===== config.mk =====
export PLATFORM = sky130hd
export DESIGN_NAME = cmpl_queue
export DESIGN_NICKNAME = d
export VERILOG_FILES = /design/src/verilog/fu_pkg.sv /design/src/verilog/cmpl_queue.sv
export SDC_FILE = /design/constraint.sdc
export NUM_CORES = 1
export LEC_CHECK = 0
export BUFFER_PORTS_ARGS = -buffer_cell sky130_fd_sc_hd__buf_2
export CORE_ASPECT_RATIO = 1.2
export CORE_MARGIN = 2
export CORE_UTILIZATION = 35
export DETAILED_ROUTE_END_ITERATION = 8
export GPL_TIMING_DRIVEN = 0
export SKIP_LAST_GASP = 1
export SYNTH_ARGS = -nofsm -noshare
export SYNTH_HDL_FRONTEND = slang
export SYNTH_SLANG_ARGS = --single-unit

===== constraint.sdc =====
create_clock -name clk -period 4.9 [get_ports clk]
set_clock_uncertainty 0.15 [all_clocks]
set_input_delay 0.245 -clock clk [delete_from_list [all_inputs] [get_ports clk]]
set_output_delay 0.245 -clock clk [all_outputs]
set_load 0.02 [all_outputs]

===== src/verilog/fu_pkg.sv =====
package fu_pkg;

	localparam int XLEN = 64;
	localparam int ROB_IDX_W = 5;
	localparam int PRF_IDX_W = 6;
	localparam int INST_W = 32;

	localparam int CQ_DEPTH = 4; // Also the initial credit count of the RS
	localparam int CQ_PTR_W = 2;

	localparam int MULT_STAGES = 4;
	localparam int MULT_SLICE = XLEN / MULT_STAGES; // Multiplier bits handled per stage

	localparam int OPC_LSB = 26;
	localparam int OPC_W = 6;
	localparam int FUNC_LSB = 5;
	localparam int FUNC_W = 7;
	localparam int DISP_W = 21;

	// Function field codes of the integer ops
	localparam logic [FUNC_W-1:0] FUNC_ADDQ = 7'h20;
	localparam logic [FUNC_W-1:0] FUNC_SUBQ = 7'h29;
	localparam logic [FUNC_W-1:0] FUNC_AND = 7'h00;
	localparam logic [FUNC_W-1:0] FUNC_BIS = 7'h08;
	localparam logic [FUNC_W-1:0] FUNC_XOR = 7'h40;
	localparam logic [FUNC_W-1:0] FUNC_SLL = 7'h39;
	localparam logic [FUNC_W-1:0] FUNC_SRL = 7'h34;
	localparam logic [FUNC_W-1:0] FUNC_CMPEQ = 7'h2d;
	localparam logic [FUNC_W-1:0] FUNC_CMPULT = 7'h1d;

	// Branch opcodes
	localparam logic [OPC_W-1:0] OPC_BR = 6'h30;
	localparam logic [OPC_W-1:0] OPC_BEQ = 6'h39;
	localparam logic [OPC_W-1:0] OPC_BNE = 6'h3d;
	localparam logic [OPC_W-1:0] OPC_BLT = 6'h3a;
	localparam logic [OPC_W-1:0] OPC_BGE = 6'h3e;

	typedef enum logic [2:0] {
		FU_SEL_NONE = 3'd0,
		FU_SEL_ALU = 3'd1,
		FU_SEL_BR = 3'd2,
		FU_SEL_MULT = 3'd3,
		FU_SEL_LOAD = 3'd4,
		FU_SEL_STORE = 3'd5
	} fu_sel_e;

	typedef enum logic [3:0] {
		ALU_ADDQ, ALU_SUBQ, ALU_AND, ALU_BIS, ALU_XOR,
		ALU_SLL, ALU_SRL, ALU_CMPEQ, ALU_CMPULT
	} alu_op_e;

	typedef enum logic [2:0] {
		BR_ALWAYS, BR_EQ, BR_NE, BR_LT, BR_GE
	} br_op_e;

endpackage


===== src/verilog/cmpl_queue.sv =====
`timescale 1ns/1ps

module cmpl_queue (
	input  logic                          clk,
	input  logic                          rst,
	input  logic                          sh_valid_i,
	input  logic                          sh_is_br_i,
	input  logic [fu_pkg::XLEN-1:0]       sh_value_i,
	input  logic [fu_pkg::PRF_IDX_W-1:0]  sh_tag_i,
	input  logic [fu_pkg::ROB_IDX_W-1:0]  sh_rob_i,
	input  logic                          sh_taken_i,
	input  logic                          mul_valid_i,
	input  logic [fu_pkg::XLEN-1:0]       mul_value_i,
	input  logic [fu_pkg::PRF_IDX_W-1:0]  mul_tag_i,
	input  logic [fu_pkg::ROB_IDX_W-1:0]  mul_rob_i,
	output logic                          wb_valid_o,
	output logic                          preg_wr_en_o,
	output logic [fu_pkg::PRF_IDX_W-1:0]  preg_wr_idx_o,
	output logic [fu_pkg::XLEN-1:0]       preg_wr_value_o,
	output logic [fu_pkg::ROB_IDX_W-1:0]  rob_idx_o,
	output logic                          br_taken_o,
	output logic [fu_pkg::XLEN-1:0]       br_target_o,
	output logic                          credit_o,
	output logic                          cdb_valid_o,
	output logic [fu_pkg::PRF_IDX_W-1:0]  cdb_tag_o
);

	logic [fu_pkg::XLEN-1:0] q_value [fu_pkg::CQ_DEPTH]; // Target for branches
	logic [fu_pkg::PRF_IDX_W-1:0] q_tag [fu_pkg::CQ_DEPTH];
	logic [fu_pkg::ROB_IDX_W-1:0] q_rob [fu_pkg::CQ_DEPTH];
	logic [fu_pkg::CQ_DEPTH-1:0] q_is_br;
	logic [fu_pkg::CQ_DEPTH-1:0] q_taken;

	logic [fu_pkg::CQ_PTR_W-1:0] head_q, tail_q, mul_ptr;
	logic [fu_pkg::CQ_PTR_W:0] count_q;
	logic [1:0] n_wr;

	assign mul_ptr = sh_valid_i ? tail_q + 1'b1 : tail_q; // Short result goes first
	assign n_wr = {1'b0, sh_valid_i} + {1'b0, mul_valid_i};

	always_ff @(posedge clk) begin
		if (sh_valid_i) begin
			q_value[tail_q] <= sh_value_i;
			q_tag[tail_q] <= sh_tag_i;
			q_rob[tail_q] <= sh_rob_i;
			q_is_br[tail_q] <= sh_is_br_i;
			q_taken[tail_q] <= sh_taken_i;
		end
		if (mul_valid_i) begin
			q_value[mul_ptr] <= mul_value_i;
			q_tag[mul_ptr] <= mul_tag_i;
			q_rob[mul_ptr] <= mul_rob_i;
			q_is_br[mul_ptr] <= 1'b0;
			q_taken[mul_ptr] <= 1'b0;
		end
	end

	// Head retires in the cycle it is shown
	always_ff @(posedge clk) begin
		if (rst) begin
			head_q <= '0;
			tail_q <= '0;
			count_q <= '0;
			cdb_valid_o <= 1'b0;
		end else begin
			if (wb_valid_o)
				head_q <= head_q + 1'b1;
			tail_q <= tail_q + n_wr;
			count_q <= count_q + n_wr - wb_valid_o;
			cdb_valid_o <= preg_wr_en_o;
		end
	end

	always_ff @(posedge clk) begin
		cdb_tag_o <= preg_wr_idx_o; // Broadcast one cycle after the PRF write
	end

	assign wb_valid_o = (count_q != '0);
	assign preg_wr_en_o = wb_valid_o & ~q_is_br[head_q];
	assign preg_wr_idx_o = q_tag[head_q];
	assign preg_wr_value_o = q_value[head_q];
	assign rob_idx_o = q_rob[head_q];
	assign br_taken_o = q_taken[head_q];
	assign br_target_o = q_is_br[head_q] ? q_value[head_q] : '0;
	assign credit_o = wb_valid_o;

endmodule


## After elaboration in Yosys (flattened, before gate mapping)

Memory sizes are Yosys's and may differ from the RTL's. A register that Yosys moved wholly into a read port is not among the register bits.
Cells that the tools add are included.

| storage, ports and cells | value |
|---|---|
| register bits | 22 |
| RAM bits | 300 |
| bits of input ports | 156 |
| output and inout port bits | 150 |
| logic and storage cells | 55 |
| memories kept | 3 |

Memory list:

| memory | depth | bits a word | rd ports | clocked after memory_dff | write ports | RTL line | source |
|---|---|---|---|---|---|---|---|
| q_value | 4 | 64 | 1 | 1 | 2 | cmpl_queue.sv:28 | `logic [fu_pkg::XLEN-1:0] q_value [fu_pkg::CQ_DEPTH];` |
| q_tag | 4 | 6 | 1 | 1 | 2 | cmpl_queue.sv:29 | `logic [fu_pkg::PRF_IDX_W-1:0] q_tag [fu_pkg::CQ_DEPTH];` |
| q_rob | 4 | 5 | 1 | 1 | 2 | cmpl_queue.sv:30 | `logic [fu_pkg::ROB_IDX_W-1:0] q_rob [fu_pkg::CQ_DEPTH];` |

| operators by class | value |
|---|---|
| add/subtract/negate cells | 6 |
| magnitude comparators | 5 |
| mux-type cells | 26 |
| bitwise gates (word level) | 5 |
| reduce and logical (&&, ||, !) cells | 3 |

Operators with widths:

| cell | number |
|---|---|
| $mux W64 | 1 |
| $mux W4 | 4 |
| $mux W2 | 7 |
| $lt A2 B3 Y1 const B | 3 |
| $and A4 B4 Y4 | 2 |
| $bwmux W4 | 2 |
| $mux W1 | 8 |
| $add A2 B1 Y2 const B | 2 |
| $bmux W1 S2 | 2 |
| $demux W1 S2 | 2 |
| $ge A2 B1 Y1 const B | 2 |
| $not A4 Y4 | 1 |
| $add A3 B2 Y3 | 1 |
| $reduce_bool A3 Y1 | 1 |
| $sub A3 B1 Y3 | 1 |
| $add A1 B1 Y2 | 1 |
| $add A2 B2 Y2 | 1 |
| $logic_and A1 B1 Y1 | 2 |
| $and A1 B1 Y1 | 1 |
| $not A1 Y1 | 1 |

## Longest topological paths before layout

| depth | value |
|---|---|
| depth after elaboration | 9 |
| depth in mapped cells | 8 |
| mapped depth without buffers | 8 |

## Worst setup path after synthesis

No wires, ideal clock.

| path | value |
|---|---|
| path kind | reg2reg |
| from | reg tail_q[1] in the netlist's numbering |
| to | mem q_rob[3][0] in the netlist's numbering, enable pin |
| library setup time | 0.446 ns |
| arrival time | 3.301 ns |
| required time | 4.304 ns |
| path slack | 1.004 ns |
| stages on the path, launching flop included | 8 |
| path buffers | 2 |
| period minus slack after synthesis | 3.896 ns |
| cells stage by stage | dfxtp_1 inv_1 ha_1 nand2_1 o22ai_2 buf_4 buf_4 nand2b_1 |

RTL lines:

| element | RTL line | source |
|---|---|---|
| from (decl) | cmpl_queue.sv:34 | `logic [fu_pkg::CQ_PTR_W-1:0] head_q, tail_q, mul_ptr;` |
| from (signal assigned) | cmpl_queue.sv:68 | `tail_q <= tail_q + n_wr;` |
| to (decl) | cmpl_queue.sv:30 |  |

==> run summary <==
The detail-routed via count per cell works out to 4.90. The run gives 0 as the number of post-CTS setup repair buffers. The logs give 0 for the number of violations of the max-capacitance limit and 8.23 nW for the leakage power.

The placement row count was 85. The critical path goes through inv_1 > ha_1 > nand2b_1 > o32a_1 > clkbuf_1 > buf_2 > mux2_2 > dlygate4sd3_1. The tools report the overall fraction of global-route tracks in use as 0.193. The library cell used most frequently in the layout, excluding fill and tap cells, is buf_2. The cell with the largest stage delay on the worst path is dlygate4sd3_1.

In the layout the commonest cells are buf_2 (333), edfxtp_1 (300), mux2_2 (266). The maximum clock rate was 286 MHz; the sum of routed wire segments on met1 was 18,100 microns. In this run the mean area of a mapped cell was 17.7 sq um. The worst min-delay path class was in -> reg. Entering global routing, the biggest net connects 47 pins. The worst vdd rail ir drop came out at 0.000298 V. The count of antenna-violating nets left after detailed routing is 0. The final period utilization was 0.713.

The via count of the first global-routing pass is 11,500. The smallest setup slack after layout is 1400 ps, and the number of gates resized after cts is 0. The power per cell area is 481 mW/mm^2, and the number of primary I/O pins is 306. The kind of critical path is reg -> reg. For the worst setup path, the data required time is 5020 ps.

Setup repair after global routing left no endpoint under its margin. Counting along the longest clock path gives a buffer depth of 3. The iteration count of the initial detailed-routing pass is 4. The share of final-layout standard cells stronger than drive strength 1 was 0.523. The tools report the cell at the root of the clock tree as clkbuf_16. After clock tree synthesis, the clock-pin slew on the worst setup and hold paths is 60 ps. For the pin with the worst max-slew slack, the measured transition is 1020 ps. The yosys synthesis warning count came out at 0.

The worst setup path is captured at a flop. The first global-routing pass estimated 68,000 microns of wire. Prior to clock tree synthesis, the placed netlist has a worst setup slack of 1360 ps.

The area of the die came out at 0.0474 sq mm. The final setup violation count was 0; the initial antenna violation count was 3. The maximum fanout encountered on the critical timing path works out to 10. The portion of synthesized cell area occupied by the leading cell type is 0.564, and the placed wire-length estimate after detailed placement is 28,700 microns. The area growth from synthesis to layout is 36.6%. After layout, the design draws a total of 10.5 mW. The logs give 45,700 microns for the total length of routed wires and 0 for the count of endpoints failing hold in the final timing report. Yosys attributes the largest share of cell area to edfxtp_1 (56%), mux2_2 (19%), mux4_2 (11%).

The logs give 435 for the initial DRC count and 2140 microns for the wire length on met3. The synthesized netlist contains 28 unique library cells. The number of nets at the end of the flow was 1,641; the count of H-tree levels built during CTS was 2.

The run gives 0 as the total global routing overflow. TritonCTS built the clock tree. The synthesized design spends more area on one cell type than any other, namely edfxtp_1. The die boundary width is 199 microns. Initial cell density of the core: 0.355. The mapped cell area was 0.0160 sq mm.

The post-synthesis net count is 1,067. The uppermost layer routed is met4. The number of buffers added by the clock tree synthesis step came out at 36.

The vertical extent of the die was 238 microns; the sequential-to-total area share from yosys stat was 0.594. The gate count of the mapped netlist was 902. The type of origin of the critical path is a flop. On the worst path, the slowest cell contributes a delay of 550 ps. Detailed routing placed a total of 24,000 microns of wire on met2. For the total vias in the final route, the log shows 10,400. The number of buffers added on ports works out to 304. In the final routed layout, each cell accounts on average for 21.6 microns. After layout, the minimum clock period comes to 3500 ps. The flow ran to the end, and the final reports show no timing, DRC or antenna violations. Counting flops and latches in the post-synthesis netlist gives 324. The tools report the DRC violation count after routing as 0. Data on the critical path arrives at its endpoint at 3620 ps. The clock net sink count is 324, and the weighted congestion reported at the end of routability-driven placement is 0.773. The count of cells in the finished layout, fillers not included, comes to 2,114. In this run the standard cell core region covers 0.0450 sq mm.

Number of cells after detailed placement: 1,819. The max-slew violation count was 0; the source-to-sink clock delay at the later pin of the worst-skew pair was 520 ps. The headroom to the max-slew limit was 0.318.
==> area by class of cell <==
type / count / area (sq um)
fillers: 3934 / 23200
flip-flops and latches: 324 / 9490
multi-input cells: 511 / 6150
repair buffers: 536 / 3910
clock buffers: 51 / 1010
well taps: 609 / 762
plain buffers: 61 / 348
clock inverters: 13 / 119
inverters: 6 / 22.5
diodes: 3 / 7.51
==> stage by stage <==
stage               utilization  area (sq um)  hold slack (ps)  setup TNS [ps]
floorplan                     -         16000              258               0
global placement          0.406         18300              295         -387170
detailed placement        0.409         18400              299               0
CTS                       0.485         21800              125               0
global route              0.485         21800              199               0
finish                    0.485         21800              145               0
==> cells in the mapped netlist <==
cell type / count
buf_4: 8
inv_1: 6
o31ai_1: 1
o22ai_2: 2
ha_1: 8
nor3_1: 2
nand2b_1: 4
buf_2: 29
buf_6: 7
a21boi_0: 4
a21oi_1: 4
buf_1: 5
nor2_1: 8
mux2_2: 266
nand3_1: 8
nand2_1: 16
xnor2_1: 5
clkbuf_1: 12
fa_1: 1
nor2b_1: 2
and2_1: 64
o32a_1: 2
nand2b_4: 1
mux4_2: 77
edfxtp_1: 300
dfxtp_1: 24
mux2_4: 34
xor2_1: 2
==> repair_timing <==
action                     in CTS  in global routing
setup endpoints to repair       0                  0
hold buffers                  228                  0
hold endpoints to repair      317                  0
==> final timing paths <==
path / cells after the start / startpoint / slack, ps / endpoint
worst min-delay path: 4 / sh_valid_i / 150 / tail_q[0]
worst min register to register: 2 / q_is_br[3] / 310 / q_is_br[3]
worst max-delay path: 8 / tail_q[1] / 1400 / q_rob[0][0]
worst max register to register: 8 / tail_q[1] / 1400 / q_rob[0][0]
==> where the power goes <==
part / switching (mW) / internal, mW / total (mW)
combinational: 2.41 / 1.75 / 4.15
sequential: 0.123 / 3.58 / 3.70
clock: 1.11 / 1.54 / 2.65
==> critical path: cells and delay by family (launching register included) <==
family | cells | cell delay (ps)
buffers and inverters | 4 | 1620
DFF | 1 | 470
muxes | 1 | 370
adders and majority gates | 1 | 330
and+or+nand+nor | 1 | 150
AOI/OAI and AO/OA | 1 | 150
==> logic make-up after synthesis <==
group                    Yosys count  synth area share
XOR/XNOR                           7           0.00384
adder cells (fa/ha/maj)            9           0.00752
AND/OR/NAND/NOR                  105            0.0370
multiplexers                     377             0.328
AO/OA/AOI/OAI                     13           0.00642
flip-flops                       324             0.594
buffers and inverters             67            0.0232
==> flip-flops by register name, summed over array words and instances, names as in the netlist, named ones only <==
register / cells
q_value: 256
q_tag: 24
q_rob: 20
cdb_tag_o: 6
q_is_br: 4
q_taken: 4
count_q: 3
head_q: 2
tail_q: 2
cdb_valid_o: 1
==> routing by layer <==
metal | global-route usage | vias up
met3 | 0.0327 | 66
li1 | - | 4739
met5 | 0 | -
met1 | 0.227 | 5279
met2 | 0.355 | 277
met4 | 0.0654 | 0
(Power assumes the default switching activity.)
