==> src/verilog/fu_pkg.sv <==
package fu_pkg;

	localparam int XLEN = 64;
	localparam int ROB_IDX_W = 5;
	localparam int PRF_IDX_W = 6;
	localparam int INST_W = 32;

	localparam int CQ_DEPTH = 4; // Also the initial credit count of the RS
	localparam int CQ_PTR_W = 2;

	localparam int MULT_STAGES = 4;
	localparam int MULT_SLICE = XLEN / MULT_STAGES; // Multiplier bits handled per stage

	localparam int OPC_LSB = 26;
	localparam int OPC_W = 6;
	localparam int FUNC_LSB = 5;
	localparam int FUNC_W = 7;
	localparam int DISP_W = 21;

	// Function field codes of the integer ops
	localparam logic [FUNC_W-1:0] FUNC_ADDQ = 7'h20;
	localparam logic [FUNC_W-1:0] FUNC_SUBQ = 7'h29;
	localparam logic [FUNC_W-1:0] FUNC_AND = 7'h00;
	localparam logic [FUNC_W-1:0] FUNC_BIS = 7'h08;
	localparam logic [FUNC_W-1:0] FUNC_XOR = 7'h40;
	localparam logic [FUNC_W-1:0] FUNC_SLL = 7'h39;
	localparam logic [FUNC_W-1:0] FUNC_SRL = 7'h34;
	localparam logic [FUNC_W-1:0] FUNC_CMPEQ = 7'h2d;
	localparam logic [FUNC_W-1:0] FUNC_CMPULT = 7'h1d;

	// Branch opcodes
	localparam logic [OPC_W-1:0] OPC_BR = 6'h30;
	localparam logic [OPC_W-1:0] OPC_BEQ = 6'h39;
	localparam logic [OPC_W-1:0] OPC_BNE = 6'h3d;
	localparam logic [OPC_W-1:0] OPC_BLT = 6'h3a;
	localparam logic [OPC_W-1:0] OPC_BGE = 6'h3e;

	typedef enum logic [2:0] {
		FU_SEL_NONE = 3'd0,
		FU_SEL_ALU = 3'd1,
		FU_SEL_BR = 3'd2,
		FU_SEL_MULT = 3'd3,
		FU_SEL_LOAD = 3'd4,
		FU_SEL_STORE = 3'd5
	} fu_sel_e;

	typedef enum logic [3:0] {
		ALU_ADDQ, ALU_SUBQ, ALU_AND, ALU_BIS, ALU_XOR,
		ALU_SLL, ALU_SRL, ALU_CMPEQ, ALU_CMPULT
	} alu_op_e;

	typedef enum logic [2:0] {
		BR_ALWAYS, BR_EQ, BR_NE, BR_LT, BR_GE
	} br_op_e;

endpackage

==> src/verilog/br_alu.sv <==
`timescale 1ns/1ps

module br_alu (
	input  logic                          clk,
	input  logic                          rst,
	input  logic                          start_i,
	input  fu_pkg::br_op_e                op_i,
	input  logic [fu_pkg::XLEN-1:0]       npc_i,
	input  logic [fu_pkg::XLEN-1:0]       opa_i,
	input  logic [fu_pkg::DISP_W-1:0]     disp_i,
	input  logic [fu_pkg::ROB_IDX_W-1:0]  rob_idx_i,
	output logic                          done_o,
	output logic                          taken_o,
	output logic [fu_pkg::XLEN-1:0]       target_o,
	output logic [fu_pkg::ROB_IDX_W-1:0]  rob_idx_o
);

	logic taken;
	logic [fu_pkg::XLEN-1:0] disp_ext;

	// Word displacement, sign extended and scaled by four
	assign disp_ext = {{(fu_pkg::XLEN-fu_pkg::DISP_W-2){disp_i[fu_pkg::DISP_W-1]}}, disp_i, 2'b00};

	always_comb begin
		case (op_i)
			fu_pkg::BR_ALWAYS: taken = 1'b1;
			fu_pkg::BR_EQ: taken = (opa_i == '0);
			fu_pkg::BR_NE: taken = (opa_i != '0);
			fu_pkg::BR_LT: taken = $signed(opa_i) < 0;
			fu_pkg::BR_GE: taken = $signed(opa_i) >= 0;
			default: taken = 1'b0;
		endcase
	end

	always_ff @(posedge clk) begin
		if (rst) begin
			done_o <= 1'b0;
		end else begin
			done_o <= start_i;
		end
	end

	always_ff @(posedge clk) begin
		taken_o <= taken;
		target_o <= npc_i + disp_ext;
		rob_idx_o <= rob_idx_i;
	end

endmodule

==> config.mk <==
export PLATFORM = sky130hd
export DESIGN_NAME = br_alu
export DESIGN_NICKNAME = d
export VERILOG_FILES = /design/src/verilog/fu_pkg.sv /design/src/verilog/br_alu.sv
export SDC_FILE = /design/constraint.sdc
export NUM_CORES = 1
export LEC_CHECK = 0
export BUFFER_PORTS_ARGS = -buffer_cell sky130_fd_sc_hd__buf_2
export CAP_MARGIN = 20
export CORE_MARGIN = 10
export CORE_UTILIZATION = 49
export CTS_CLUSTER_DIAMETER = 60
export CTS_CLUSTER_SIZE = 8
export DETAILED_ROUTE_END_ITERATION = 6
export PLACE_DENSITY = 0.82
export SLEW_MARGIN = 25
export SYNTH_ARGS = -nofsm -noshare
export SYNTH_HDL_FRONTEND = slang
export SYNTH_SLANG_ARGS = --single-unit
export TNS_END_PERCENT = 1
==> constraint.sdc <==
create_clock -name clk -period 2.55 [get_ports clk]
set_input_delay 0.1275 -clock clk [delete_from_list [all_inputs] [get_ports clk]]
set_output_delay 0.1275 -clock clk [all_outputs]
set_load 0.02 [all_outputs]
## After elaboration in Yosys (flattened, before gate mapping)

Cells that the tools add are included.

- Reduce and logical (&&, ||, !) cells: 3
- Add/sub/neg operators: 1
- Muxes and demuxes: 1
- $lt $le $gt $ge: 2
- Eq/ne operators: 4

Operator list:

| kind | number |
|---|---|
| $add A64 B64 Y64 | 1 |
| $ge A64 B1 Y1 const B | 1 |
| $logic_not A64 Y1 | 1 |
| $lt A64 B1 Y1 const B | 1 |
| $reduce_bool A64 Y1 | 1 |
| $eq A3 B2 Y1 const B | 2 |
| $pmux W1 S5 | 1 |
| $eq A3 B1 Y1 const B | 1 |
| $eq A3 B3 Y1 const B | 1 |
| $logic_not A3 Y1 | 1 |

- Logic and storage cells: 15
- Output and inout port bits: 71
- Bits in registers: 71
- Bits of input ports: 160

## Depth between registers and ports, before layout

Gate-level depths: netlist of the first run.

- Depth after elaboration: 2
- Mapped depth: 12
- Depth with buffers taken out: 12

## Worst setup path after synthesis of the first run

Ideal clock, no wire load.

- Path kind: input to register
- From: in npc_i[2] in the netlist's numbering
- To: reg target_o[60] in the netlist's numbering
- Path buffers: 0
- Arrival: 2157 ps
- Library setup time: 125 ps
- Setup slack: 268 ps
- Data required time: 2425 ps
- Stages: 12
- Cells stage by stage: ha_1 -> inv_1 -> fa_1 -> nor2b_1 -> o2111ai_1 -> a21oi_1 -> o21bai_1 -> a21oi_1 -> o31ai_1 -> and2_1 -> o21a_1 -> xnor2_1

- Longest elaborated chain between the ends: 1

Ends and longest elaborated chain:

| what | RTL line | text |
|---|---|---|
| from (decl) | br_alu.sv:8 | `input logic [fu_pkg::XLEN-1:0] npc_i,` |
| $add A64 B64 Y64 | br_alu.sv:45 | `target_o <= npc_i + disp_ext;` |
| to (signal assigned) | br_alu.sv:45 |  |
| to (decl) | br_alu.sv:14 | `output logic [fu_pkg::XLEN-1:0] target_o,` |

No other way between the ends.
A chain may end at the register's enable or synchronous reset.

## Final worst setup path of the first run

- From: in npc_i[2] in the netlist's numbering
- To: reg target_o[54] in the netlist's numbering

Same word-level chain as after synthesis.

==> tab_implementation.tex, run 1 <==
\begin{tabular}{lr}
\hline
Metric & Value \\
\hline
\multicolumn{2}{l}{\textbf{Floorplan}} \\
Starting utilization of the core area & 49.77\% \\
Die Width & 124.7 um \\
Die ar. & 15550 um\^{}2 \\
Die height & 124.7 um \\
Placeable Area & 10790 um\^{}2 \\
Placement Rows & 38 \\
Ports placed on the boundary & 231 \\
\multicolumn{2}{l}{\textbf{STA}} \\
Achievable clock frequency & 0.4264 GHz \\
Actual slew at the worst max-slew pin & 0.5857 ns \\
Endpoints failing hold & 0 \\
Final total negative setup slack & 0 ns \\
Worst max-slew margin expressed relative to the limit & 59.94\% \\
Final Setup Violations & 0 \\
Pins over their slew limit & 0 \\
Final clock period utilization by the worst path & 91.97\% \\
Post-route worst hold slack & 0.009865 ns \\
Setup repair after global routing missed its margin & yes \\
Final critical path time including I/O delays and setup & 2.345 ns \\
\multicolumn{2}{l}{\textbf{Worst hold path}} \\
Hold Path Stages & 2 \\
Worst Hold End & done\_o\$\_SDFF\_PP0\_ \\
Min-delay worst type & in -> reg \\
Startpoint of the lowest-slack hold path & start\_i \\
\multicolumn{2}{l}{\textbf{Logic synthesis}} \\
Gate Count Post-Synth & 654 \\
Syn Nets & 876 \\
Sequential cell area fraction in the yosys report & 26.46\% \\
Mean instance size in the synthesized netlist & 8.213 um\^{}2 \\
Share of flip-flops with an asynchronous set or reset & 0\% \\
Number of synthesized flops with an enable pin & 0 \\
Top\_reg\_cell synth & dfxtp\_1 \\
Number of synthesized register bits & 71 \\
Yosys synthesis warning count & 0 \\
Mapped Area & 5371 um\^{}2 \\
Number of distinct library cells after synthesis & 67 \\
\multicolumn{2}{l}{\textbf{Setup path}} \\
Critical path arrival & 2.63 ns \\
Critical path class & in -> reg \\
Critical path launch point type & primary input \\
Required time worst endpoint & 2.84 ns \\
Maximum net fanout on the critical path & 3 \\
Capturing element type of the critical path & register \\
\multicolumn{2}{l}{\textbf{Layout}} \\
Post-synthesis to final-layout area growth & 41.79\% \\
Number of cells in the finished layout apart from fillers & 1120 \\
Final core occ & 70.57\% \\
Register area & 1421 um\^{}2 \\
Layout Cell Area excl Fill & 7616 um\^{}2 \\
NumNets Final & 1195 \\
Most frequent cells in the layout & buf\_2 (229), buf\_4 (95), a21oi\_1 (72) \\
Count of fill cells added during filler insertion & 903 \\
Share of cells above drive strength 1 & 37.63\% \\
Multi-input logic area & 3739 um\^{}2 \\
Leading cell type in the layout, fill and taps excluded & buf\_2 \\
\multicolumn{2}{l}{\textbf{Routing}} \\
Number of routed nets with antenna violations & 0 \\
Post-detailed-route wirelength per cell & 16.64 um \\
Number of detailed-route iterations in the first pass & 5 \\
Post-detailed-routing wire length & 18640 um \\
Vias & 6142 \\
Number of violations reported at the end of detailed-routing iteration 0 & 267 \\
DRC & 0 \\
Vias per cell & 5.484 \\
\multicolumn{2}{l}{\textbf{Global routing}} \\
Number of antenna violations at the first check in global routing & 2 \\
Total global-route track usage & 22.89\% \\
Global-route wire length before repair & 30060 um \\
Via count of the first global-routing pass & 6320 \\
Total congestion overflow & 0 \\
Maximum number of pins on one net before global-route repair & 18 \\
\multicolumn{2}{l}{\textbf{Clock network}} \\
Maximum clock path buffer count & 2 \\
Total clock sinks & 71 \\
Htree depth & 3 \\
Buffers inserted during post-CTS setup optimization & 0 \\
Clock tree from TritonCTS & built \\
Number of CTS-inserted buffers & 9 \\
Clock-pin slew on the worst setup and hold paths & 0.08 ns \\
Root cell of the clock tree & clkbuf\_8 \\
\multicolumn{2}{l}{\textbf{Power and ir drop}} \\
Total power per unit cell area & 567.0 nW/um\^{}2 \\
Maximum resistive drop on vdd & 0.4039 mV \\
Leak & 0.003764 uW \\
\multicolumn{2}{l}{\textbf{Run}} \\
Max capacitance violation total & 0 \\
\multicolumn{2}{l}{\textbf{Placed design}} \\
Post-Place Cells & 1091 \\
Port bufs & 230 \\
Weighted congestion reported at the end of routability-driven placement & 0.9131 \\
Detailed placement HPWL & 15520 um \\
Total cell area at the placement stage & 7278 um\^{}2 \\
\multicolumn{2}{l}{\textbf{Status}} \\
Status & complete, no violations \\
\hline
\end{tabular}
[Yosys cell counts, types with 3 or more instances]
library cell | instances | area [um^2]
a21oi_1 | 72 | 360.4
dfxtp_1 | 71 | 1421
ha_1 | 61 | 763.2
nand2_1 | 45 | 168.9
nor2_1 | 44 | 165.2
xnor2_1 | 39 | 341.6
o21ai_0 | 31 | 155.2
a21o_1 | 28 | 210.2
nand4_1 | 26 | 162.7
inv_1 | 23 | 86.33
nor4_1 | 20 | 125.1
xor2_1 | 19 | 166.4
nand3_1 | 14 | 70.07
o21bai_1 | 14 | 105.1
clkbuf_1 | 13 | 48.80
nor3_1 | 11 | 55.05
buf_2 | 9 | 45.04
nor2b_1 | 8 | 50.05
and3_1 | 7 | 43.79
o21ai_1 | 7 | 35.03
a21oi_2 | 6 | 52.55
a31oi_1 | 6 | 37.54
o21a_1 | 6 | 45.04
nand2b_1 | 5 | 31.28
and2_1 | 4 | 25.02
o211ai_1 | 4 | 30.03
a21boi_1 | 3 | 22.52
o2111ai_1 | 3 | 26.28
[worst max path at each step]
stage / from / endpoint / slack, ns / cells after the start
floorplan: npc_i[2] / target_o[60]$_DFF_P_ / 0.27 / 12
global placement: npc_i[2] / target_o[54]$_DFF_P_ / -0.08 / 15
detailed placement: disp_i[20] / target_o[56]$_DFF_P_ / -0.13 / 11
CTS: npc_i[2] / target_o[54]$_DFF_P_ / 0.23 / 15
global route: npc_i[2] / target_o[54]$_DFF_P_ / -0.02 / 15
finish: npc_i[2] / target_o[54]$_DFF_P_ / 0.20 / 15
[final cells by class]
type                       count  area share [%]
multi-input combinational    532           49.09
timing repair buffer         336           25.96
sequential                    71           18.66
tap                          140           2.300
clock buffer                  10           1.676
inverter                      23           1.134
clock inverter                 6           1.117
antenna                        2         0.06571
[cells by family (layout without fill, tap and decap cells)]
group           after synthesis  count (layout)  share of synthesized area, %
xor+xnor                     58              58                         9.457
simple gates                196             196                         18.57
compound gates              216             216                         26.86
buf+inv                      51             375                         4.076
other cells                   0               2                             0
fa+ha+maj                    62              62                         14.58
flops                        71              71                         26.46
[report_power, final]
part           total, uW  internal, uW  switching (uW)
sequential          1400          1340            57.0
clock               1000           547             455
combinational       1920           823            1100
total               4320          2710            1610
[worst max-delay path, stage by stage]
cell       delay (ns)
buf_2            0.08
ha_1             0.17
inv_1            0.06
fa_1             0.38
nor2b_1          0.17
o2111ai_1        0.15
a21oi_1          0.21
buf_4            0.16
o31a_1           0.17
o41ai_2          0.07
buf_4            0.17
o21ai_2          0.21
nand2_1          0.10
o21ai_0          0.21
xor2_1           0.18
[per-layer routing]
metal / GRT usage (%) / routed length [um] / vias up
met5: 0 / 0 / -
met4: 8.979 / 591 / 0
met3: 6.596 / 1387 / 47
met2: 41.84 / 9446 / 266
met1: 24.04 / 7209 / 2778
li1: - / - / 3051
[through the flow]
step	power, uW	setup WS (ns)
2_1_floorplan	2545	0.2679
3_3_place_gp	3280	-0.08032
3_5_place_dp	3311	-0.1326
4_1_cts	4339	0.2344
5_1_grt	4560	-0.01689
6_report	4319	0.2047
[state kept, by name, summed over array words and instances (netlist names)]
register / count
rob_idx_o: 5
done_o: 1
taken_o: 1
target_o: 64
[repair_timing]
item,4_1_cts,5_1_grt
hold buffers,11,0
gates resized for setup,0,3
hold endpoints to repair,10,0
endpoints found under the setup margin,0,4
Note: power is estimated with default switching activity, not from simulation.
==> inputs of run 2 (changes only) <==
Settings changed: CAP_MARGIN 20 to 25, CORE_UTILIZATION 49 to 53, PLACE_DENSITY 0.82 to 0.88.
Clock period 2.55 ns to 2.9 ns, I/O delays scaled along.
==> tab_implementation.tex, run 2 (same netlist as run 1, synthesis figures left out) <==
\begin{tabular}{lr}
\hline
Metric & Value \\
\hline
\multicolumn{2}{l}{\textbf{Status}} \\
Status & complete, no violations \\
\multicolumn{2}{l}{\textbf{Clock network}} \\
Root cell of the clock tree & clkbuf\_8 \\
Number of gates given a new drive strength after cts & 0 (unchanged) \\
Maximum clock path buffer count & 2 (unchanged) \\
Total clock sinks & 71 (unchanged) \\
Htree depth & 3 (unchanged) \\
Clock tree from TritonCTS & built \\
Number of CTS-inserted buffers & 9 (unchanged) \\
Clock-pin slew on the worst setup and hold paths & 0.08 ns (about the same) \\
\multicolumn{2}{l}{\textbf{Routing}} \\
Vias & 5878 (-4.3\%) \\
Vias per cell & 5.707 (+4.1\%) \\
Number of violations reported at the end of detailed-routing iteration 0 & 230 (-14\%) \\
Post-detailed-route wirelength per cell & 18.03 um (+8.4\%) \\
Post-detailed-routing wire length & 18570 um (-0.33\%) \\
Number of detailed-route iterations in the first pass & 5 (unchanged) \\
DRC & 0 (unchanged) \\
Number of routed nets with antenna violations & 0 (unchanged) \\
\multicolumn{2}{l}{\textbf{Floorplan}} \\
Die ar. & 14560 um\^{}2 (-6.4\%) \\
Die Width & 120.7 um (-3.2\%) \\
Placeable Area & 9819 um\^{}2 (-9.0\%) \\
Starting utilization of the core area & 54.70\% (+4.9 points) \\
Die height & 120.7 um (-3.2\%) \\
Ports placed on the boundary & 231 (unchanged) \\
Placement Rows & 36 (-5.3\%) \\
\multicolumn{2}{l}{\textbf{Run}} \\
Max capacitance violation total & 0 (unchanged) \\
\multicolumn{2}{l}{\textbf{STA}} \\
Final critical path time including I/O delays and setup & 2.495 ns \\
Pins over their slew limit & 0 (unchanged) \\
Achievable clock frequency & 0.4007 GHz \\
Worst max-slew margin expressed relative to the limit & 63.05\% (+3.1 points) \\
Final Setup Violations & 0 (unchanged) \\
Endpoints failing hold & 0 (unchanged) \\
Setup repair after global routing missed its margin & no \\
Final total negative setup slack & 0 ns (unchanged) \\
Actual slew at the worst max-slew pin & 0.5492 ns (-0.03648 ns) \\
Final clock period utilization by the worst path & 86.05\% \\
\multicolumn{2}{l}{\textbf{Global routing}} \\
Total congestion overflow & 0 (unchanged) \\
Busiest layer in global routing & met2 \\
Number of antenna violations at the first check in global routing & 3 (+1) \\
Global-route wire length before repair & 29290 um (-2.5\%) \\
M1 GR Usage & 24.67\% (+0.63 points) \\
Via count of the first global-routing pass & 6046 (-4.3\%) \\
Total global-route track usage & 24.51\% (+1.6 points) \\
Maximum number of pins on one net before global-route repair & 19 (+1) \\
GR Util met2 & 45.69\% (+3.8 points) \\
Met3 routing resource usage after global routing & 6.375\% (-0.22 points) \\
\multicolumn{2}{l}{\textbf{Power and ir drop}} \\
Final Power & 3600 uW (-17\%) \\
Total power per unit cell area & 517.0 nW/um\^{}2 (-8.8\%) \\
Maximum resistive drop on vdd & 0.3152 mV (-22\%) \\
Leak & 0.003351 uW (-11\%) \\
\multicolumn{2}{l}{\textbf{Layout}} \\
Most frequent cells in the layout & buf\_2 (230), a21oi\_1 (72), dfxtp\_1 (71) \\
Top reg by flops & target\_o \\
Leading cell type in the layout, fill and taps excluded & buf\_2 \\
Biggest regs & target\_o x64, rob\_idx\_o x5 \\
Post-synthesis to final-layout area growth & 29.63\% \\
Flip-flop count of the largest register, all copies and words added & 64 (unchanged) \\
Share of cells above drive strength 1 & 31.54\% (-6.1 points) \\
NumNets Final & 1111 (-7.0\%) \\
\multicolumn{2}{l}{\textbf{Setup path}} \\
Capturing element type of the critical path & register \\
Worst path slowest cell & a311oi\_1 \\
Critical path class & in -> reg \\
Critical path arrival & 2.73 ns (+0.10 ns) \\
Most repeated library cell on the critical path & buf\_4 \\
Cell Chain, Critical Path & buf\_2 > buf\_4 > buf\_4 > ha\_1 > inv\_1 > o21bai\_1 > a21oi\_1 > nor2b\_1 > o21ai\_0 > nand2b\_1 > a311oi\_1 > o31ai\_2 > xor2\_1 \\
Critical path launch point type & primary input \\
Delay of the slowest critical-path stage & 0.37 ns (about the same) \\
Required time worst endpoint & 3.14 ns (+0.30 ns) \\
Maximum net fanout on the critical path & 18 (+15) \\
\multicolumn{2}{l}{\textbf{Worst hold path}} \\
Min-delay worst type & in -> reg \\
\multicolumn{2}{l}{\textbf{Placed design}} \\
Port bufs & 230 (unchanged) \\
Weighted congestion reported at the end of routability-driven placement & 0.9903 (+8.5\%) \\
Detailed placement HPWL & 15080 um (-2.8\%) \\
\hline
\end{tabular}
[run 2: cell count changes in the layout (fill, tap and decap cells not counted), sizes merged]
cell | previous run | this run
diode | 2 | 3
buf | 324 | 240
clkbuf | 11 | 9
inv | 23 | 25
dlygate4sd3 | 11 | 12
bufinv | 2 | 1
[run 2: timing repair]
item,4_1_cts,5_1_grt
endpoints found under the hold margin,10,0
buffers inserted,0,0
hold buffers,12,0
[run 2: area by class of cell]
type | instances | area (um^2)
Antenna cell | 3 | 7.507
Clock buffer | 9 | 123.9
Clock inverter | 7 | 80.08
Fill cell | 809 | 2856
Inverter | 23 | 86.33
Multi-Input combinational cell | 532 | 3731
Sequential cell | 71 | 1421
Tap cell | 133 | 166.4
Timing Repair Buffer | 252 | 1346
[run 2: worst max-delay path, delay by kind of cell]
kind            cells  cell delay, ns
fa+ha+maj           1            0.33
simple gates        2            0.17
compound gates      5            0.94
buf+inv             4            0.96
xor+xnor            1            0.15
[run 2: per-layer routing]
metal,wire [um],up-vias
met5,0,-
met4,702,0
met3,1295,53
met2,9512,258
met1,7064,2677
li1,-,2890
[run 2: path summary, 6_finish.rpt]
check | end | from | slack (ns) | cells past startpoint
worst max-delay path | target_o[61]$_DFF_P_ | disp_i[20] | 0.40 | 13
worst min-delay path | target_o[63]$_DFF_P_ | npc_i[63] | 0.1 | 3
[run 2: metrics by stage]
stage	hold WS [ns]	worst slack, ns	instance area, um^2	util, %	cells
global route	0.1084	0.2297	6963	70.91	1030
floorplan	0.1727	0.6004	5371	-	654
CTS	0.08717	0.4890	6955	70.83	1027
finish	0.09867	0.4047	6963	70.91	1030
global placement	0.2472	0.1806	6631	67.53	999
detailed placement	0.2519	0.1112	6631	67.53	999
[run 2: power by group]
| group | switching, uW | total (uW) | internal, uW |
|---|---|---|---|
| combinational | 938 | 1540 | 602 |
| clock | 424 | 830 | 406 |
| sequential | 50.0 | 1230 | 1180 |
