File: src/verilog/fu_pkg.sv
package fu_pkg;

	localparam int XLEN = 64;
	localparam int ROB_IDX_W = 5;
	localparam int PRF_IDX_W = 6;
	localparam int INST_W = 32;

	localparam int CQ_DEPTH = 4; // Also the initial credit count of the RS
	localparam int CQ_PTR_W = 2;

	localparam int MULT_STAGES = 4;
	localparam int MULT_SLICE = XLEN / MULT_STAGES; // Multiplier bits handled per stage

	localparam int OPC_LSB = 26;
	localparam int OPC_W = 6;
	localparam int FUNC_LSB = 5;
	localparam int FUNC_W = 7;
	localparam int DISP_W = 21;

	// Function field codes of the integer ops
	localparam logic [FUNC_W-1:0] FUNC_ADDQ = 7'h20;
	localparam logic [FUNC_W-1:0] FUNC_SUBQ = 7'h29;
	localparam logic [FUNC_W-1:0] FUNC_AND = 7'h00;
	localparam logic [FUNC_W-1:0] FUNC_BIS = 7'h08;
	localparam logic [FUNC_W-1:0] FUNC_XOR = 7'h40;
	localparam logic [FUNC_W-1:0] FUNC_SLL = 7'h39;
	localparam logic [FUNC_W-1:0] FUNC_SRL = 7'h34;
	localparam logic [FUNC_W-1:0] FUNC_CMPEQ = 7'h2d;
	localparam logic [FUNC_W-1:0] FUNC_CMPULT = 7'h1d;

	// Branch opcodes
	localparam logic [OPC_W-1:0] OPC_BR = 6'h30;
	localparam logic [OPC_W-1:0] OPC_BEQ = 6'h39;
	localparam logic [OPC_W-1:0] OPC_BNE = 6'h3d;
	localparam logic [OPC_W-1:0] OPC_BLT = 6'h3a;
	localparam logic [OPC_W-1:0] OPC_BGE = 6'h3e;

	typedef enum logic [2:0] {
		FU_SEL_NONE = 3'd0,
		FU_SEL_ALU = 3'd1,
		FU_SEL_BR = 3'd2,
		FU_SEL_MULT = 3'd3,
		FU_SEL_LOAD = 3'd4,
		FU_SEL_STORE = 3'd5
	} fu_sel_e;

	typedef enum logic [3:0] {
		ALU_ADDQ, ALU_SUBQ, ALU_AND, ALU_BIS, ALU_XOR,
		ALU_SLL, ALU_SRL, ALU_CMPEQ, ALU_CMPULT
	} alu_op_e;

	typedef enum logic [2:0] {
		BR_ALWAYS, BR_EQ, BR_NE, BR_LT, BR_GE
	} br_op_e;

endpackage

File: src/verilog/fu_issue_ctrl.sv
`timescale 1ns/1ps

module fu_issue_ctrl (
	input  logic                          clk,
	input  logic                          rst,
	input  fu_pkg::fu_sel_e               fu_sel_i,
	input  logic [fu_pkg::XLEN-1:0]       pc_i,
	input  logic [fu_pkg::INST_W-1:0]     ir_i,
	input  logic [fu_pkg::XLEN-1:0]       ra_value_i,
	input  logic [fu_pkg::XLEN-1:0]       rb_value_i,
	input  logic [fu_pkg::PRF_IDX_W-1:0]  dest_tag_i,
	input  logic [fu_pkg::ROB_IDX_W-1:0]  rob_idx_i,
	output logic                          alu_start_o,
	output logic                          br_start_o,
	output logic                          mul_start_o,
	output fu_pkg::alu_op_e               alu_op_o,
	output fu_pkg::br_op_e                br_op_o,
	output logic [fu_pkg::XLEN-1:0]       opa_o,
	output logic [fu_pkg::XLEN-1:0]       opb_o,
	output logic [fu_pkg::XLEN-1:0]       npc_o,
	output logic [fu_pkg::DISP_W-1:0]     disp_o,
	output logic [fu_pkg::PRF_IDX_W-1:0]  dest_tag_o,
	output logic [fu_pkg::ROB_IDX_W-1:0]  rob_idx_o
);

	logic [fu_pkg::FUNC_W-1:0] func;
	logic [fu_pkg::OPC_W-1:0] opc;
	logic [2:0] unit_en; // {mul, br, alu}
	fu_pkg::alu_op_e alu_op;
	fu_pkg::br_op_e br_op;

	assign func = ir_i[fu_pkg::FUNC_LSB +: fu_pkg::FUNC_W];
	assign opc = ir_i[fu_pkg::OPC_LSB +: fu_pkg::OPC_W];

	always_comb begin
		case (fu_sel_i)
			fu_pkg::FU_SEL_ALU: unit_en = 3'b001;
			fu_pkg::FU_SEL_BR: unit_en = 3'b010;
			fu_pkg::FU_SEL_MULT: unit_en = 3'b100;
			fu_pkg::FU_SEL_LOAD, fu_pkg::FU_SEL_STORE: unit_en = 3'b000; // No memory unit
			default: unit_en = 3'b000;
		endcase
	end

	always_comb begin
		case (func)
			fu_pkg::FUNC_ADDQ: alu_op = fu_pkg::ALU_ADDQ;
			fu_pkg::FUNC_SUBQ: alu_op = fu_pkg::ALU_SUBQ;
			fu_pkg::FUNC_AND: alu_op = fu_pkg::ALU_AND;
			fu_pkg::FUNC_BIS: alu_op = fu_pkg::ALU_BIS;
			fu_pkg::FUNC_XOR: alu_op = fu_pkg::ALU_XOR;
			fu_pkg::FUNC_SLL: alu_op = fu_pkg::ALU_SLL;
			fu_pkg::FUNC_SRL: alu_op = fu_pkg::ALU_SRL;
			fu_pkg::FUNC_CMPEQ: alu_op = fu_pkg::ALU_CMPEQ;
			fu_pkg::FUNC_CMPULT: alu_op = fu_pkg::ALU_CMPULT;
			default: alu_op = fu_pkg::ALU_ADDQ; // Unknown func falls back to add
		endcase
	end

	always_comb begin
		case (opc)
			fu_pkg::OPC_BR: br_op = fu_pkg::BR_ALWAYS;
			fu_pkg::OPC_BEQ: br_op = fu_pkg::BR_EQ;
			fu_pkg::OPC_BNE: br_op = fu_pkg::BR_NE;
			fu_pkg::OPC_BLT: br_op = fu_pkg::BR_LT;
			fu_pkg::OPC_BGE: br_op = fu_pkg::BR_GE;
			default: br_op = fu_pkg::BR_ALWAYS;
		endcase
	end

	always_ff @(posedge clk) begin
		if (rst) begin
			{mul_start_o, br_start_o, alu_start_o} <= 3'b000;
		end else begin
			{mul_start_o, br_start_o, alu_start_o} <= unit_en;
		end
	end

	always_ff @(posedge clk) begin
		alu_op_o <= alu_op;
		br_op_o <= br_op;
		opa_o <= ra_value_i;
		opb_o <= rb_value_i;
		npc_o <= pc_i;
		disp_o <= ir_i[fu_pkg::DISP_W-1:0];
		dest_tag_o <= dest_tag_i;
		rob_idx_o <= rob_idx_i;
	end

endmodule

File: config.mk
export PLATFORM = sky130hd
export DESIGN_NAME = fu_issue_ctrl
export DESIGN_NICKNAME = d
export VERILOG_FILES = /design/src/verilog/fu_pkg.sv /design/src/verilog/fu_issue_ctrl.sv
export SDC_FILE = /design/constraint.sdc
export NUM_CORES = 1
export LEC_CHECK = 0
export BUFFER_PORTS_ARGS = -buffer_cell sky130_fd_sc_hd__buf_2
export CELL_PAD_IN_SITES_DETAIL_PLACEMENT = 0
export CELL_PAD_IN_SITES_GLOBAL_PLACEMENT = 1
export CORE_AREA = 2 2 186 188
export CTS_CLUSTER_DIAMETER = 50
export DETAILED_ROUTE_END_ITERATION = 12
export DIE_AREA = 0 0 188 190
export PLACE_DENSITY_LB_ADDON = 0.12
export SYNTH_ARGS = -nofsm -noshare
export SYNTH_HDL_FRONTEND = slang
export SYNTH_SLANG_ARGS = --single-unit
File: constraint.sdc
create_clock -name clk -period 0.8 [get_ports clk]
set_input_delay 0.04 -clock clk [delete_from_list [all_inputs] [get_ports clk]]
set_output_delay 0.04 -clock clk [all_outputs]
set_load 0.02 [all_outputs]
### Yosys cells after proc, flatten, opt, wreduce, memory -nomap -nowiden

Cells that the tools add are included.

| word-level totals | value |
|---|---|
| register bits after elaboration | 234 |
| bits in latches | 0 |
| memory bits (writable) | 0 |
| bits in read-only memories | 0 |
| bits of input ports | 240 |
| logic and storage cells | 29 |
| memories | 0 |

| operators by class | value |
|---|---|
| add/subtract/negate cells | 0 |
| multipliers | 0 |
| divide/modulo/power cells | 0 |
| order comparisons | 0 |
| equality and inequality tests | 14 |
| shift-type cells | 0 |
| mux-type cells | 3 |
| bitwise operators | 0 |
| reduce and logical (&&, ||, !) cells | 1 |

Operators by type and width:

| cell | count |
|---|---|
| $pmux W4 S8 | 1 |
| $eq A7 B6 Y1 const B | 4 |
| $eq A6 B6 Y1 const B | 4 |
| $pmux W3 S4 | 1 |
| $pmux W3 S3 | 1 |
| $eq A7 B4 Y1 const B | 1 |
| $eq A7 B5 Y1 const B | 1 |
| $eq A7 B7 Y1 const B | 1 |
| $logic_not A7 Y1 | 1 |
| $eq A3 B2 Y1 const B | 2 |
| $eq A3 B1 Y1 const B | 1 |

### Depth between registers and ports, before layout

Gate-level depths: netlist of the first run.

| depth | value |
|---|---|
| word-level depth | 2 |
| mapped depth | 3 |
| depth with buffers taken out | 3 |

### Worst setup path before layout of the first run

Ideal clock, no wire load.

| timing | value |
|---|---|
| path type | input to register |
| start | in ir_i[8] in the netlist's numbering |
| end | reg alu_op_o[2] |
| setup time | 133 ps |
| arrival time | 502 ps |
| data required time | 667 ps |
| path slack | 165 ps |
| stages on the path | 3 |
| buffers on the path | 0 |
| cell sequence | and3b_1 o2111ai_2 o311ai_1 |

| between the ends | value |
|---|---|
| word-level cells in the longest chain between the ends | 2 |

RTL lines:

| what | RTL line | RTL |
|---|---|---|
| from (decl) | fu_issue_ctrl.sv:8 | `input logic [fu_pkg::INST_W-1:0] ir_i,` |
| $eq A7 B5 Y1, or another cell as far along | fu_issue_ctrl.sv:46 | `case (func)` |
| $pmux W4 S8 (*) | fu_issue_ctrl.sv:46 |  |
| via alu_op[2] | fu_issue_ctrl.sv:29 | `fu_pkg::alu_op_e alu_op;` |
| to (signal assigned) | fu_issue_ctrl.sv:80 | `alu_op_o <= alu_op;` |
| to (decl) | fu_issue_ctrl.sv:16 | `output fu_pkg::alu_op_e alu_op_o,` |

Mark *: on every way through the listed nets, which the timed path passes. The rest lies on a longest branch.
A chain may end at the register's enable or synchronous reset.

### Final worst setup path of the first run

| timing | value |
|---|---|
| start | reg npc_o[29] in the netlist's numbering |
| end | out npc_o[29] in the netlist's numbering |

RTL lines:

| what | RTL line | RTL |
|---|---|---|
| from (decl) | fu_issue_ctrl.sv:20 | `output logic [fu_pkg::XLEN-1:0] npc_o,` |
| from (signal assigned) | fu_issue_ctrl.sv:84 | `npc_o <= pc_i;` |

No word-level cell between the ends.

==> results of run 1 <==
==> metrics by stage <==
step,total power [W],utilization [%],worst slack [ns],setup TNS [ns],instances
after floorplan,0.0135,-,0.165,0,262
final,0.0312,38.5,-0.198,-39.64,1484
after global routing,0.0326,38.5,-0.243,-49.91,1484
after detailed placement,0.0148,23.1,-0.0795,-0.141,1191
after global placement,0.0148,23.1,-0.0983,-0.172,1191
after CTS,0.0317,38.5,-0.236,-48.38,1486
==> how the worst max path moves through the flow <==
stage / endpoint / slack, ns / cells past startpoint
5_1_grt: npc_o[29] / -0.24 / 1
3_3_place_gp: alu_op_o[2] / -0.1 / 5
2_1_floorplan: alu_op_o[2] / 0.17 / 3
6_report: npc_o[29] / -0.20 / 1
4_1_cts: npc_o[29] / -0.24 / 1
3_5_place_dp: alu_op_o[2] / -0.08 / 5
==> flip-flops by register name (all words and copies together), names as in the netlist <==
signal       cells
rob_idx_o        5
opa_o           64
opb_o           64
disp_o          21
mul_start_o      1
alu_op_o         4
alu_start_o      1
br_op_o          3
npc_o           64
dest_tag_o       6
br_start_o       1
==> Yosys cell counts <==
master	instances
a21oi_1	1
a31oi_1	1
and3b_1	1
dfxtp_1	234
inv_1	1
nand2_1	5
nand3_1	2
nand3b_1	1
nand4_1	1
nor2_1	2
nor2_2	1
nor3_1	2
nor3b_1	2
nor4_2	1
nor4b_1	2
nor4bb_1	1
o2111ai_2	1
o311ai_1	1
or3b_1	1
xnor2_1	1
==> repair_timing <==
| action | in CTS | in global routing |
|---|---|---|
| hold buffers | 235 | 1 |
| setup endpoints to repair | 234 | 239 |
| gates resized for setup | 700 | 8 |
| pin swaps | 0 | 1 |
| hold endpoints to repair | 234 | 5 |
==> power by group through the flow <==
stage	clock network [W]	logic [W]	registers (W)
floorplan	0	0.0000373	0.0135
global placement	0	0.00214	0.0126
detailed placement	0	0.00212	0.0127
CTS	0.0153	0.00377	0.0127
global route	0.0159	0.00395	0.0127
finish	0.0148	0.00375	0.0127
==> routing by layer <==
metal	vias up	routed length (um)	global-route usage (%)
met5	-	0	0
met4	0	658	4.72
met3	56	2070	4.81
met2	273	10900	20.5
met1	2179	6490	9.85
li1	2331	-	-
==> cell type report <==
type | count | area, um^2
Sequential cell | 234 | 4980
Fill cell | 3271 | 20900
Clock buffer | 45 | 943
Tap cell | 455 | 569
Clock inverter | 15 | 186
Multi-Input combinational cell | 27 | 201
Inverter | 1 | 3.75
Timing Repair Buffer | 707 | 6200
==> cell families after synthesis <==
kind of cell	count (synthesis)	synth area share, %
DFF	234	96.2
and+or+nand+nor	22	2.85
AOI/OAI and AO/OA	4	0.719
xor gates and xnor gates	1	0.180
buffers and inverters	1	0.0770
==> results by group, run 1 <==
Clock tree
  – CTS tree: done
  – Longest Clk Path Bufs: 3
  – Root buf cell: clkbuf_16
  – Setup repair bufs after CTS: 0
  – Clock Sinks: 234
  – H-tree levels: 2
  – Clock transition at path regs: 0.05 ns
  – TritonCTS Buffers: 35

Logic synthesis
  – Cell Area, Synth: 4870 um^2
  – Warnings, synthesis: 0
  – Count of cell types in the netlist: 20
  – Synth area leader: dfxtp_1
  – Largest cells by area after synthesis: dfxtp_1, nand2_1, nor4b_1, nor3b_1, o2111ai_2
  – Post-synth top area share: 96.2%
  – Seq cells post-synth: 234
  – Syn nets: 502
  – Avg Cell Area, Syn: 18.6 um^2
  – Register area share after synthesis: 96.2%
  – Cells after Synth: 262

Floorplan
  – Core area: 33900 um^2
  – Die ar.: 35700 um^2
  – IO Count: 474
  – Die W: 188 um
  – Row Count: 68
  – Die height: 190 um
  – Initial core utilization: 14.3%

Hold path
  – Min-Delay Path Class: in2reg
  – Hold Crit Endpoint: disp_o[9]
  – Hold Path Cell Cnt: 1
  – Hold Crit Start: ir_i[9]

STA
  – Final worst setup slack: -0.198 ns
  – Tmin final: 0.998 ns
  – Final Hold Fails: 3
  – RSZ-0062 raised after global routing: true
  – Worst slew pin tran: 0.310 ns
  – Slew Limit Headroom: 79.1%
  – F_max: 1000 MHz
  – Slew Limit Fails: 0
  – Worst hold slack: -0.267 ns
  – Final setup viols: 235
  – Final period utilization: 125%

Setup path
  – CP endpoint kind: output port
  – Worst-path fanout max: 1
  – Worst Path Arrival: 0.96 ns
  – Slowest cell delay on critical path: 0.34 ns
  – Crit path from: npc_o[29]
  – Worst path slowest cell: dfxtp_2
  – Critical path buffer and inverter count: 1
  – CP top delay family: flip-flops
  – Worst EP required: 0.76 ns
  – Critical Path Source Type: flop
  – Setup CP Type: reg2out
  – Crit-path cells: buf_6

Pwr
  – Max VDD drop: 0.00141 V
  – Clock share of power: 47.3%
  – Logic gate share of total power: 12.0%
  – Pwr dens: 2380 nW/um^2
  – Cell-internal power: 0.0241 W
  – NetSw: 0.00715 W
  – Leak pwr: 5.94 nW
  – Sequential power share: 40.7%
  – Sw Ratio: 22.9%

Global routing
  – Initial antenna violation count: 0
  – GRT Total Usage: 10.8%
  – Largest net degree at the start of global routing: 12
  – Vias in the first global route: 5383
  – Grt ovf: 0
  – First-pass GRT wire length: 29600 um

Route
  – Vias per Instance: 3.26
  – Starting DRT DRC Count: 52
  – Wire per inst: 13.6 um
  – DR vias: 4839
  – DR pass1 iterations: 4
  – Number of routed nets with antenna violations: 0
  – Routed WL: 20100 um
  – Residual DRC: 0

Finish
  – P&R area growth vs syn: 169%
  – Cell area after layout: 13100 um^2
  – Final Net Count: 1246
  – Most common cell after layout, fill and taps aside: buf_6
  – # diodes: 0
  – Share of cells above drive strength 1: 74.2%
  – Commonest non-fill, non-tap cells in the layout: buf_6, dfxtp_2, dlygate4sd3_1

Placed design
  – DP Area: 7830 um^2
  – Post-DP HPWL: 14300 um
  – Port buffer count: 468
  – Placer Congestion: 0.717

Outcome
  – Status: finished with violations
  – Failing checks: negative hold slack, negative setup slack

Job
  – Max-Cap Viols: 0
Power figures use the tool's default switching activity.
==> run 2, diff against run 1 <==
- ABC_AREA: default -> 1
- CORE_AREA: 2 2 186 188 -> 2 2 182 184
- CTS_CLUSTER_DIAMETER: 50 -> 100
- DIE_AREA: 0 0 188 190 -> 0 0 184 186
==> run 2 against run 1 <==
The flow finishes with violations (negative setup slack). Core utilization up 1.2 points. Critical endpoint is now dest_tag_o[2]. Die area down 4.2%. Sequential power about the same. Sequential share of layout area up 0.84 points. Critical path type unchanged. Final area down 2.2%. Area after synthesis up 1.5%. Final cell count down 2.3%. Synthesized cell count up 11%. Largest power group is now sequential cells. Via count up 0.89%. Wire length up 2.7%.
==> results by group, run 2 <==
Clock tree
  – H-tree levels: 1 (was 2)
  – Clock Sinks: 234 (unchanged)
  – Root buf cell: clkbuf_16 (unchanged)
  – Clock transition at path regs: 0.06 ns (was 0.05 ns)
  – CTS tree: done (unchanged)
  – TritonCTS Buffers: 28 (was 35)
  – Longest Clk Path Bufs: 3 (unchanged)

Pwr
  – Leak pwr: 5.89 nW (was 5.94 nW)
  – Max VDD drop: 0.00133 V (was 0.00141 V)
  – Pwr dens: 2240 nW/um^2 (was 2380 nW/um^2)
  – Cell-internal power: 0.0222 W (was 0.0241 W)
  – Clock share of power: 42.8% (was 47.3%)
  – Sw Ratio: 22.7% (was 22.9%)
  – Logic gate share of total power: 13.1% (was 12.0%)
  – Sequential power share: 44.2% (was 40.7%)
  – NetSw: 0.00652 W (was 0.00715 W)

Floorplan
  – Core area: 32200 um^2 (was 33900 um^2)
  – Initial core utilization: 15.4% (was 14.3%)
  – IO Count: 474 (unchanged)
  – Die ar.: 34200 um^2 (was 35700 um^2)
  – Die W: 184 um (was 188 um)
  – Die height: 186 um (was 190 um)
  – Row Count: 66 (was 68)

STA
  – F_max: 964 MHz (was 1000 MHz)
  – Slew Limit Fails: 0 (unchanged)
  – Worst slew pin tran: 0.244 ns (was 0.310 ns)
  – Setup TNS: -47.65 ns (was -39.64 ns)
  – RSZ-0062 raised after global routing: true (unchanged)
  – Slew Limit Headroom: 83.6% (was 79.1%)
  – Final setup viols: 234 (was 235)
  – Final period utilization: 130% (was 125%)
  – Final Hold Fails: 0 (was 3)
  – Tmin final: 1.04 ns (was 0.998 ns)
  – Final worst setup slack: -0.237 ns (was -0.198 ns)

Finish
  – Non-filler cells, final: 1450 (was 1484)
  – Final Net Count: 1264 (was 1246)
  – Cell area after layout: 12800 um^2 (was 13100 um^2)
  – Biggest regs: npc_o: 64 flops, opa_o: 64 flops, opb_o: 64 flops (unchanged)
  – Commonest non-fill, non-tap cells in the layout: dfxtp_2, dlygate4sd3_1, buf_2, buf_6, clkbuf_16 (was buf_6, dfxtp_2, dlygate4sd3_1)
  – P&R area growth vs syn: 159% (was 169%)
  – Share of cells above drive strength 1: 72.6% (was 74.2%)

Setup path
  – Worst-path fanout max: 1 (unchanged)
  – Slowest cell delay on critical path: 0.35 ns (was 0.34 ns)
  – CP top delay family: flip-flops (unchanged)
  – Critical Path Source Type: flop (unchanged)
  – Crit-path cells: buf_6 (unchanged)
  – Worst EP required: 0.76 ns (about the same)
  – Worst path slowest cell: dfxtp_2 (unchanged)
  – CP endpoint kind: output port (unchanged)
  – Worst Path Arrival: 1.00 ns (was 0.96 ns)
  – Critical path buffer and inverter count: 1 (unchanged)
  – Setup CP Type: reg2out (unchanged)

Route
  – Vias per Instance: 3.37 (was 3.26)
  – Number of routed nets with antenna violations: 0 (unchanged)
  – Wire per inst: 14.2 um (was 13.6 um)
  – Starting DRT DRC Count: 80 (was 52)
  – DR pass1 iterations: 3 (was 4)
  – Routed WL: 20700 um (was 20100 um)
  – DR vias: 4882 (was 4839)
  – Residual DRC: 0 (unchanged)

Placed design
  – Post-Place Cells: 1168 (was 1191)
  – Port buffer count: 468 (unchanged)
  – DP Area: 7800 um^2 (was 7830 um^2)
  – Post-DP HPWL: 14600 um (was 14300 um)
  – Placer Congestion: 0.677 (was 0.717)

Logic synthesis
  – Register area share after synthesis: 94.7% (was 96.2%)
  – Cells after Synth: 292 (was 262)
  – Cell Area, Synth: 4950 um^2 (was 4870 um^2)
  – Ys flop type: dfxtp_1 (unchanged)
  – Largest cells by area after synthesis: dfxtp_1, nand3_1, nor2_1, inv_1, nand2_1 (was dfxtp_1, nand2_1, nor4b_1, nor3b_1, o2111ai_2)
  – Number of synthesized flops with an enable pin: 0 (unchanged)
  – Seq cells post-synth: 234 (unchanged)
  – Post-synth top area share: 94.7% (was 96.2%)
  – Ys async rst share: 0% (unchanged)
  – Avg Cell Area, Syn: 16.9 um^2 (was 18.6 um^2)
  – Synth area leader: dfxtp_1 (unchanged)
  – Warnings, synthesis: 0 (unchanged)
  – Count of cell types in the netlist: 13 (was 20)
  – Count leader, synth: dfxtp_1 (unchanged)
  – Syn nets: 532 (was 502)
  – Synth top cells by count: dfxtp_1, nor2_1, inv_1, nand2_1, nand3_1 (was dfxtp_1, nand2_1)

Global routing
  – Vias in the first global route: 5101 (was 5383)
  – First-pass GRT wire length: 28500 um (was 29600 um)
  – GRT Total Usage: 11.0% (was 10.8%)
  – Largest net degree at the start of global routing: 14 (was 12)
  – Grt ovf: 0 (unchanged)
  – Initial antenna violation count: 1 (was 0)

Outcome
  – Status: finished with violations (unchanged)
  – Failing checks: negative setup slack (was negative hold slack, negative setup slack)

Hold path
  – Min-Delay Path Class: in2reg (unchanged)

Job
  – Max-Cap Viols: 0 (unchanged)
-- run 2: cell count changes after synthesis, moves of 3 or more --
cell / before / now
inv_1: 1 / 10
inv_2: 0 / 5
nand2_1: 5 / 10
nand3_1: 2 / 9
nor2_1: 2 / 12
nor2_2: 1 / 4
nor4_1: 0 / 3
-- run 2: metal layers --
layer  vias to the layer above  track usage [%]  part of all wire [%]
met3                        44             3.87                   9.0
met5                         -                0                     0
met1                      2212             9.94                    32
met4                         0             4.99                   4.2
met2                       252             21.7                    55
li1                       2374                -                     -
-- run 2: layout make-up --
class                      instances  area [um^2]
multi-input combinational         43          210
timing repair buffer             702         6150
antenna                            1         2.50
tap                              408          510
clock buffer                      41          841
clock inverter                     6         58.8
sequential                       234         4980
inverter                          15         56.3
fill                            3070        19400
-- run 2: kinds of logic after synthesis --
| kind of cell | after synthesis | synth area share [%] |
|---|---|---|
| and+or+nand+nor | 41 | 3.92 |
| AOI/OAI and AO/OA | 2 | 0.228 |
| buffers and inverters | 15 | 1.14 |
| DFF | 234 | 94.7 |
-- run 2: what timing repair did --
item,in CTS,in global routing
endpoints found under the setup margin,234,235
resized for setup,702,1
hold buffers,234,0
hold endpoints to repair,234,0
setup buffers,0,0
-- run 2: worst paths after layout --
path,start,to,slack [ns],depth (start not counted)
max,dest_tag_o[2],dest_tag_o[2],-0.24,1
min,rb_value_i[21],opb_o[21],0.14,2
-- run 2: through the flow --
step / utilization (%) / power (W) / hold WS [ns] / setup WS [ns]
global route: 39.8 / 0.0300 / 0.120 / -0.285
floorplan: - / 0.0135 / 0.0677 / 0.321
CTS: 39.7 / 0.0292 / 0.0976 / -0.266
finish: 39.8 / 0.0287 / 0.137 / -0.237
detailed placement: 24.2 / 0.0148 / 0.144 / 0.0718
global placement: 24.2 / 0.0148 / 0.142 / 0.0659
-- run 2: power groups by stage --
stage | combinational (W) | sequential (W) | clock (W)
after floorplan | 0.0000608 | 0.0135 | 0
after global placement | 0.00215 | 0.0126 | 0
after global routing | 0.00396 | 0.0127 | 0.0133
final | 0.00375 | 0.0127 | 0.0123
after CTS | 0.00378 | 0.0127 | 0.0128
after detailed placement | 0.00213 | 0.0126 | 0
